## config.mk

```make
export PLATFORM = sky130hd
export DESIGN_NAME = rx_intf
export DESIGN_NICKNAME = d
export VERILOG_FILES = /design/src/design/rx_sample_pkg.sv /design/src/design/rx_dma_pkg.sv /design/src/design/rx_sample_sel.sv /design/src/design/rx_pkt_packer.sv /design/src/design/rx_dma_stream.sv /design/src/design/rx_intf.sv
export VERILOG_INCLUDE_DIRS = /design/src /design/src/design
export SDC_FILE = /design/constraint.sdc
export NUM_CORES = 2
export LEC_CHECK = 0
export BUFFER_PORTS_ARGS = -buffer_cell sky130_fd_sc_hd__buf_2
export CORE_UTILIZATION = 30
export CTS_CLUSTER_DIAMETER = 120
export DETAILED_ROUTE_END_ITERATION = 10
export MAX_ROUTING_LAYER = met4
export PLACE_DENSITY_LB_ADDON = 0.05
export SETUP_SLACK_MARGIN = 0.5
export SYNTH_ARGS = -nofsm -noshare
export SYNTH_HDL_FRONTEND = slang
export SYNTH_MEMORY_MAX_BITS = 65536
export SYNTH_SLANG_ARGS = --single-unit
```

## constraint.sdc

```tcl
create_clock -name clk -period 6.8 [get_ports clk]
set_input_delay 1.02 -clock clk [delete_from_list [all_inputs] [get_ports clk]]
set_output_delay 1.02 -clock clk [all_outputs]
set_load 0.02 [all_outputs]
```

## src/design/rx_defines.svh

```systemverilog
// receive bridge widths and depths shared by the packages and RTL modules
`ifndef RX_DEFINES_SVH
`define RX_DEFINES_SVH

// one I or Q component of an antenna sample
`define RX_IQ_W 16

// left shift count applied to the selected antenna
`define RX_GAIN_W 3

// DMA word towards the host
`define RX_DMA_W 64

// output FIFO address bits, 64 words deep
`define RX_FIFO_AW 6

// packet sequence number carried in header and trailer
`define RX_SN_W 6

`endif

```

## src/design/rx_sample_pkg.sv

```systemverilog
// IQ sample and packed two-antenna ADC word types for the receive sample path
`default_nettype none

`include "rx_defines.svh"

package rx_sample_pkg;

    // one complex sample, I in the upper half
    typedef struct packed {
        logic [`RX_IQ_W-1:0] i;
        logic [`RX_IQ_W-1:0] q;
    } iq_sample_t;

    // packed ADC word, antenna 1 in the upper half
    typedef struct packed {
        iq_sample_t ant1;
        iq_sample_t ant0;
    } adc_word_t;

endpackage

`default_nettype wire

```

## src/design/rx_dma_pkg.sv

```systemverilog
// packet metadata, DMA word and stream beat types for the receive DMA path
`default_nettype none

`include "rx_defines.svh"

package rx_dma_pkg;

    // header and trailer layout, 64 bits from the top down
    typedef struct packed {
        logic [31:0]          tsf_low;
        logic [15:0]          pkt_len;
        logic [7:0]           pkt_rate;
        logic [`RX_SN_W-1:0]  sn;
        logic                 ht_unsupport;
        logic                 fcs_ok;
    } rx_meta_t;

    // one DMA word
    // header and trailer read it as metadata, payload as bytes
    typedef union packed {
        rx_meta_t                        meta;
        logic [`RX_DMA_W/8-1:0][7:0]     bytes;
    } rx_word_u;

    // beat on the output stream
    typedef struct packed {
        rx_word_u word;
        logic     last;
    } dma_beat_t;

endpackage

`default_nettype wire

```

## src/design/rx_sample_sel.sv

```systemverilog
// antenna sample selection with mute and left shift gain towards the demodulator
`timescale 1ns/1ps
`default_nettype none

`include "rx_defines.svh"

module rx_sample_sel
(
    input  wire                             clk,
    input  wire                             rst_n,
    input  wire rx_sample_pkg::adc_word_t   adc_data,
    input  wire                             adc_valid,
    input  wire                             ant_sel,
    input  wire                             mute,
    input  wire [`RX_GAIN_W-1:0]            bb_gain,
    output rx_sample_pkg::iq_sample_t       sample,
    output logic                            sample_strobe
);
    import rx_sample_pkg::*;

    iq_sample_t ant_pick;
    iq_sample_t ant_gained;

    // antenna select, mute forces zero
    always_comb
    begin
        ant_pick = ant_sel ? adc_data.ant1 : adc_data.ant0;
        if (mute)
        begin
            ant_pick = '0;
        end
    end

    // gain as a plain shift, only the low bits survive
    always_comb
    begin
        ant_gained.i = ant_pick.i << bb_gain;
        ant_gained.q = ant_pick.q << bb_gain;
    end

    always_ff @(posedge clk or negedge rst_n)
    begin
        if (!rst_n)
        begin
            sample_strobe <= 1'b0;
        end
        else
        begin
            sample_strobe <= adc_valid;
        end
    end

    always_ff @(posedge clk)
    begin
        if (adc_valid)
        begin
            sample <= ant_gained;
        end
    end

endmodule

`default_nettype wire

```

## src/design/rx_pkt_packer.sv

```systemverilog
// packet packer that frames demodulated bytes into header, payload and trailer words
`timescale 1ns/1ps
`default_nettype none

`include "rx_defines.svh"

module rx_pkt_packer
(
    input  wire                     clk,
    input  wire                     rst_n,
    input  wire                     pkt_header_valid_strobe,
    input  wire                     pkt_header_valid,
    input  wire [7:0]               pkt_rate,
    input  wire [15:0]              pkt_len,
    input  wire                     ht_unsupport,
    input  wire                     byte_in_strobe,
    input  wire [7:0]               byte_in,
    input  wire                     fcs_in_strobe,
    input  wire                     fcs_ok,
    input  wire [63:0]              tsf_runtime_val,
    output rx_dma_pkg::dma_beat_t   word_beat,
    output logic                    word_strobe
);
    import rx_dma_pkg::*;

    localparam int BYTE_IDX_W = $clog2(`RX_DMA_W / 8);

    logic                           sig_valid;
    logic                           byte_take;
    logic                           fcs_take;
    logic                           word_full;
    logic                           in_pkt;
    logic [BYTE_IDX_W-1:0]          byte_idx;
    logic [`RX_DMA_W/8-1:0][7:0]    acc_bytes;
    logic                           trailer_pend;
    logic                           fcs_q;
    logic [`RX_SN_W-1:0]            sn_cnt;
    rx_meta_t                       meta_q;
    rx_meta_t                       hdr_meta;
    rx_word_u                       nxt_word;
    logic                           nxt_last;
    logic                           nxt_strobe;

    assign sig_valid = pkt_header_valid_strobe & pkt_header_valid;
    // bytes and fcs only count inside an open packet
    assign byte_take = byte_in_strobe & in_pkt;
    assign fcs_take  = fcs_in_strobe & in_pkt;
    assign word_full = byte_take & (&byte_idx);

    always_comb
    begin
        hdr_meta              = '0;
        hdr_meta.tsf_low      = tsf_runtime_val[31:0];
        hdr_meta.pkt_len      = pkt_len;
        hdr_meta.pkt_rate     = pkt_rate;
        hdr_meta.sn           = sn_cnt;
        hdr_meta.ht_unsupport = ht_unsupport;
    end

    // word to emit next cycle
    always_comb
    begin
        nxt_word   = '0;
        nxt_last   = 1'b0;
        nxt_strobe = 1'b0;
        if (trailer_pend)
        begin
            // trailer right behind a flushed partial word
            nxt_word.meta        = meta_q;
            nxt_word.meta.fcs_ok = fcs_q;
            nxt_last             = 1'b1;
            nxt_strobe           = 1'b1;
        end
        else if (sig_valid)
        begin
            nxt_word.meta = hdr_meta;
            nxt_strobe    = 1'b1;
        end
        else if (word_full)
        begin
            nxt_word.bytes           = acc_bytes;
            nxt_word.bytes[byte_idx] = byte_in;
            nxt_strobe               = 1'b1;
        end
        else if (fcs_take)
        begin
            if (byte_idx != '0)
            begin
                // partial word, unused bytes already zero
                nxt_word.bytes = acc_bytes;
            end
            else
            begin
                nxt_word.meta        = meta_q;
                nxt_word.meta.fcs_ok = fcs_ok;
                nxt_last             = 1'b1;
            end
            nxt_strobe = 1'b1;
        end
    end

    always_ff @(posedge clk or negedge rst_n)
    begin
        if (!rst_n)
        begin
            in_pkt       <= 1'b0;
            byte_idx     <= '0;
            trailer_pend <= 1'b0;
            sn_cnt       <= '0;
            word_strobe  <= 1'b0;
        end
        else
        begin
            word_strobe  <= nxt_strobe;
            trailer_pend <= fcs_take & (byte_idx != '0);
            if (sig_valid)
            begin
                in_pkt   <= 1'b1;
                byte_idx <= '0;
            end
            else if (fcs_take)
            begin
                in_pkt   <= 1'b0;
                byte_idx <= '0;
            end
            else if (byte_take)
            begin
                byte_idx <= byte_idx + 1'b1;
            end
            // sequence number wraps, one step per trailer
            if (nxt_strobe && nxt_last)
            begin
                sn_cnt <= sn_cnt + 1'b1;
            end
        end
    end

    always_ff @(posedge clk)
    begin
        word_beat.word <= nxt_word;
        word_beat.last <= nxt_last;
        if (sig_valid)
        begin
            meta_q <= hdr_meta;
        end
        if (fcs_take)
        begin
            fcs_q <= fcs_ok;
        end
        if (sig_valid || fcs_take || word_full)
        begin
            acc_bytes <= '0;
        end
        else if (byte_take)
        begin
            acc_bytes[byte_idx] <= byte_in;
        end
    end

endmodule

`default_nettype wire

```

## src/design/rx_dma_stream.sv

```systemverilog
// output word FIFO driving the valid/ready DMA stream and the receive interrupt
`timescale 1ns/1ps
`default_nettype none

`include "rx_defines.svh"

module rx_dma_stream
(
    input  wire                         clk,
    input  wire                         rst_n,
    input  wire rx_dma_pkg::dma_beat_t  word_beat,
    input  wire                         word_strobe,
    input  wire                         m_axis_tready,
    output rx_dma_pkg::dma_beat_t       m_axis_beat,
    output logic                        m_axis_tvalid,
    output logic                        rx_pkt_intr,
    output logic                        rx_overflow
);
    import rx_dma_pkg::*;

    localparam int DEPTH = 1 << `RX_FIFO_AW;

    dma_beat_t              fifo_mem [DEPTH];
    logic [`RX_FIFO_AW:0]   wr_ptr;
    logic [`RX_FIFO_AW:0]   rd_ptr;
    logic                   fifo_empty;
    logic                   fifo_full;
    logic                   push;
    logic                   pop;

    // extra pointer bit tells full from empty
    assign fifo_empty = (wr_ptr == rd_ptr);
    assign fifo_full  = (wr_ptr[`RX_FIFO_AW] != rd_ptr[`RX_FIFO_AW]) &&
                        (wr_ptr[`RX_FIFO_AW-1:0] == rd_ptr[`RX_FIFO_AW-1:0]);

    assign push = word_strobe & ~fifo_full;
    assign pop  = m_axis_tvalid & m_axis_tready;

    // first word falls through to the stream port
    assign m_axis_tvalid = ~fifo_empty;
    assign m_axis_beat   = fifo_mem[rd_ptr[`RX_FIFO_AW-1:0]];

    always_ff @(posedge clk)
    begin
        if (push)
        begin
            fifo_mem[wr_ptr[`RX_FIFO_AW-1:0]] <= word_beat;
        end
    end

    always_ff @(posedge clk or negedge rst_n)
    begin
        if (!rst_n)
        begin
            wr_ptr <= '0;
            rd_ptr <= '0;
        end
        else
        begin
            if (push)
            begin
                wr_ptr <= wr_ptr + 1'b1;
            end
            if (pop)
            begin
                rd_ptr <= rd_ptr + 1'b1;
            end
        end
    end

    always_ff @(posedge clk or negedge rst_n)
    begin
        if (!rst_n)
        begin
            rx_pkt_intr <= 1'b0;
            rx_overflow <= 1'b0;
        end
        else
        begin
            // packet handed over once its last beat is taken
            rx_pkt_intr <= pop & m_axis_beat.last;
            // word lost on a full FIFO, flag stays until reset
            if (word_strobe && fifo_full)
            begin
                rx_overflow <= 1'b1;
            end
        end
    end

endmodule

`default_nettype wire

```

## src/design/rx_intf.sv

```systemverilog
// receive bridge top joining sample selection, packet packer and DMA stream
`timescale 1ns/1ps
`default_nettype none

`include "rx_defines.svh"

module rx_intf
(
    input  wire                             clk,
    input  wire                             rst_n,

    // ADC side
    input  wire rx_sample_pkg::adc_word_t   adc_data,
    input  wire                             adc_valid,

    // configuration levels
    input  wire                             ant_sel,
    input  wire                             mute,
    input  wire [`RX_GAIN_W-1:0]            bb_gain,

    // to the demodulator
    output rx_sample_pkg::iq_sample_t       sample,
    output logic                            sample_strobe,

    // from the demodulator
    input  wire                             pkt_header_valid_strobe,
    input  wire                             pkt_header_valid,
    input  wire [7:0]                       pkt_rate,
    input  wire [15:0]                      pkt_len,
    input  wire                             ht_unsupport,
    input  wire                             byte_in_strobe,
    input  wire [7:0]                       byte_in,
    input  wire                             fcs_in_strobe,
    input  wire                             fcs_ok,
    input  wire [63:0]                      tsf_runtime_val,

    // DMA stream and status
    output rx_dma_pkg::dma_beat_t           m_axis_beat,
    output logic                            m_axis_tvalid,
    input  wire                             m_axis_tready,
    output logic                            rx_pkt_intr,
    output logic                            rx_overflow
);
    import rx_dma_pkg::*;

    dma_beat_t  word_beat;
    logic       word_strobe;

    rx_sample_sel u_sample_sel (
        .clk           (clk),
        .rst_n         (rst_n),
        .adc_data      (adc_data),
        .adc_valid     (adc_valid),
        .ant_sel       (ant_sel),
        .mute          (mute),
        .bb_gain       (bb_gain),
        .sample        (sample),
        .sample_strobe (sample_strobe)
    );

    rx_pkt_packer u_pkt_packer (
        .clk                     (clk),
        .rst_n                   (rst_n),
        .pkt_header_valid_strobe (pkt_header_valid_strobe),
        .pkt_header_valid        (pkt_header_valid),
        .pkt_rate                (pkt_rate),
        .pkt_len                 (pkt_len),
        .ht_unsupport            (ht_unsupport),
        .byte_in_strobe          (byte_in_strobe),
        .byte_in                 (byte_in),
        .fcs_in_strobe           (fcs_in_strobe),
        .fcs_ok                  (fcs_ok),
        .tsf_runtime_val         (tsf_runtime_val),
        .word_beat               (word_beat),
        .word_strobe             (word_strobe)
    );

    rx_dma_stream u_dma_stream (
        .clk           (clk),
        .rst_n         (rst_n),
        .word_beat     (word_beat),
        .word_strobe   (word_strobe),
        .m_axis_tready (m_axis_tready),
        .m_axis_beat   (m_axis_beat),
        .m_axis_tvalid (m_axis_tvalid),
        .rx_pkt_intr   (rx_pkt_intr),
        .rx_overflow   (rx_overflow)
    );

endmodule

`default_nettype wire

```

==> impl_metrics.yaml <==
setup_path:
  worst-setup-path-type: "reg -> out"
  critPathCaptureType: "output port"
  rrSetupSlack_ns: 1.60
  cp.arrival_ns: 5.00
  timing.critical_path.from_type: "register"
  cp.required_ns: 5.78
  critical_path.max_fanout: 20
placed_design:
  port_buffers: 243
  globalplace.congestion: 0.7597
  hpwlAfterDp_microns: 316000
  detailedPlace.worstSlack_ns: 1.651
cells_and_area:
  footprint_of_the_multi_input_gates_sq_um: 37410
  design.final.nets: 8498
  register_area_sq_um: 131200
  drive_above_1_share_pct: 29.84
  final.fill_count: 52558
  most-common-layout-cells: "sky130_fd_sc_hd__edfxtp_1 (4256), sky130_fd_sc_hd__mux4_2 (1151), sky130_fd_sc_hd__clkbuf_16 (536)"
  mostFrequentLayoutCell: "sky130_fd_sc_hd__edfxtp_1"
  area.growth.synth_to_final_pct: 17.05
  post-route-util_pct: 35.27
sta:
  setup_repair_after_global_routing_missed_its_margin: "false"
  slew_viol_final: 0
  fin_tns_setup_ns: 0
  final_critical_path_setup_slack_ns: 0.7810
  timing.max_slew.rel_slack_pct: 9.153
  final-hold-violation-count: 0
  hold_ws_ns: 0.1503
  timing.clock.skew_ns: 0.05212
  setup_violations: 0
  period_minus_slack_ns: 6.019
  fmaxAchievable_mhz: 166.1
  tightest_slew_ns: 1.359
  period_share_pct: 88.52
synthesis:
  postSynthRegisterBits: 4414
  main_flop_type_after_synthesis: "sky130_fd_sc_hd__edfxtp_1"
  synth.yosys.warnings: 0
  synth_sequential_area_ratio_pct: 77.01
  synthDistinctLibCells: 65
  post_synth_inst_count: 7691
  synth_async_sr_flop_share_pct: 0.6570
  synthesis.nets: 7872
  synthesized_area_divided_by_synthesized_cell_count_sq_um: 22.14
  mappedNetlistArea_sq_um: 170300
  synth_enable_flop_cells: 4256
global_route:
  via_count_of_the_first_global_routing_pass: 87965
  grt_pass1_wl_microns: 793600
  grt-ovfl-total: 0
  antenna_violations_before_repair: 52
  global_route.usage.total_pct: 20.91
  grt_start_max_net_pins: 109
route:
  num_vias: 85192
  drc: 0
  drt_wl_total_microns: 591600
  route.detailed.wl_per_inst_microns: 36.27
  detailedRoute.firstIterationViolations: 8778
  postRouteAntennaNets: 0
  viasPerCell: 5.222
  firstDrtPassIters: 6
clocking:
  post_cts_resized: 0
  postCtsHoldBufs: 0
  clock-root-buffer: "sky130_fd_sc_hd__clkbuf_16"
  clock_path_buffers: 4
  cts.repair_timing.setup_buffer_count: 0
  tritoncts.num_buffers: 529
  tritoncts_clock_tree: "yes"
  htree_levels: 6
  clock_insertion_delay_worst_skew_ns: 1.07
  cts.sink_count: 4414
  cts.clk_slew.worst_paths_ns: 0.06
die:
  starting_density_of_the_core_pct: 30.14
  rows: 276
  floorplan.die_area_sq_um: 570500
  die_x_microns: 755.3
  io-pin-count: 276
  dieHeight_microns: 755.3
  floorplan.core_area_sq_um: 565000
min_path:
  holdCritPathClass: "in -> async"
run:
  drv_cap: 0
pwr:
  static_leakage_power_uw: 0.06316
  vdd_drop_max_mv: 0.3710
  power.density_nw_per_um2: 415.4
run_status:
  outcome: "finished, final reports clean"
[final cells by class]
cell class                 count  share of cell area (%)
antenna                       76                 0.09543
clock buffer                 710                   7.139
clock inverter               235                   1.212
inverter                      23                 0.04897
multi-input combinational   2793                   18.77
sequential                  4414                   65.84
tap                         7506                   4.713
timing repair buffer         556                   2.179
[state kept, by name, indices dropped and copies added (netlist names)]
signal / cells
u_pkt_packer.fcs_q: 1
u_dma_stream.rd_ptr: 7
u_dma_stream.rx_overflow: 1
u_sample_sel.sample_strobe: 1
u_pkt_packer.trailer_pend: 1
u_sample_sel.sample: 32
u_dma_stream.wr_ptr: 7
u_dma_stream.fifo_mem: 4160
u_pkt_packer.sn_cnt: 6
u_pkt_packer.in_pkt: 1
u_pkt_packer.meta_q: 63
u_pkt_packer.acc_bytes: 64
u_pkt_packer.word_beat: 65
u_pkt_packer.word_strobe: 1
u_pkt_packer.byte_idx: 3
u_dma_stream.rx_pkt_intr: 1
[layer usage]
layer  share of wire (%)  track usage (%)  vias up
met4                 1.9            4.123        0
met2                  48            33.64     2604
li1                    -                -    34014
met3                 4.7            2.517      683
met1                  45            28.87    47891
met5                   0                -        -
[worst paths after layout]
path	startpoint	to	depth (start not counted)
max in group asynchronous	rst_n	u_dma_stream.rd_ptr[5]	2
min in group clk	tsf_runtime_val[1]	u_pkt_packer.meta_q[33]	1
hold / removal	rst_n	u_pkt_packer.in_pkt	2
setup / recovery	u_dma_stream.rd_ptr[0]	m_axis_beat[50]	7
setup reg to reg	u_dma_stream.rd_ptr[1]	u_dma_stream.fifo_mem[44][36]	6
hold reg to reg	u_pkt_packer.meta_q[62]	u_pkt_packer.word_beat[63]	2
[cells in the mapped netlist, types with 49 or more instances]
cell,count,area share [%]
sky130_fd_sc_hd__nand2_1,255,0.56
sky130_fd_sc_hd__buf_1,67,0.15
sky130_fd_sc_hd__a22o_1,53,0.27
sky130_fd_sc_hd__buf_4,49,0.22
sky130_fd_sc_hd__mux2i_1,283,1.7
sky130_fd_sc_hd__dfxtp_1,129,1.5
sky130_fd_sc_hd__a21o_1,52,0.23
sky130_fd_sc_hd__nor2_1,194,0.43
sky130_fd_sc_hd__mux4_2,1151,15
sky130_fd_sc_hd__a221oi_1,56,0.29
sky130_fd_sc_hd__a22oi_1,86,0.38
sky130_fd_sc_hd__clkbuf_1,194,0.43
sky130_fd_sc_hd__o22ai_1,59,0.22
sky130_fd_sc_hd__edfxtp_1,4256,75
sky130_fd_sc_hd__buf_2,126,0.37
sky130_fd_sc_hd__a21oi_1,161,0.47
sky130_fd_sc_hd__o21ai_0,86,0.25
[worst max-delay path, stage by stage (launching register included)]
cell and delay [ns]:
sky130_fd_sc_hd__dfrtp_4 0.84, sky130_fd_sc_hd__buf_12 0.34, sky130_fd_sc_hd__buf_4 0.28, sky130_fd_sc_hd__mux4_2 0.51, sky130_fd_sc_hd__mux4_2 0.54, sky130_fd_sc_hd__a211oi_1 0.90, sky130_fd_sc_hd__nand2_1 0.22, sky130_fd_sc_hd__buf_2 0.22
[where the power goes]
group          leakage [uW]  internal (uW)  total (uW)  switching, uW
sequential           0.0404          31400       32800           1330
clock               0.00805          15700       27300          11600
combinational        0.0147           9420       22700          13300
[logic make-up (layout without fill, tap and decap cells)]
logic type | count (synthesis) | after routing | synth area share (%)
buffers and inverters | 484 | 1524 | 1.380
other | 0 | 76 | 0
XOR/XNOR | 25 | 25 | 0.1286
flip-flops | 4414 | 4414 | 77.01
AO/OA/AOI/OAI | 702 | 702 | 2.840
adder cells (fa/ha/maj) | 6 | 6 | 0.04409
multiplexers | 1460 | 1460 | 17.06
AND/OR/NAND/NOR | 600 | 600 | 1.539
[through the flow]
| step | std cells | total power [uW] | area [sq um] |
|---|---|---|---|
| 2_1_floorplan | 7691 | 47160 | 170300 |
| 3_3_place_gp | 15292 | 56660 | 182500 |
| 3_5_place_dp | 15292 | 56740 | 182500 |
| 4_1_cts | 16237 | 84260 | 199100 |
| 5_1_grt | 16277 | 85990 | 199200 |
| 6_report | 16313 | 82780 | 199300 |
(Power assumes the default switching activity.)
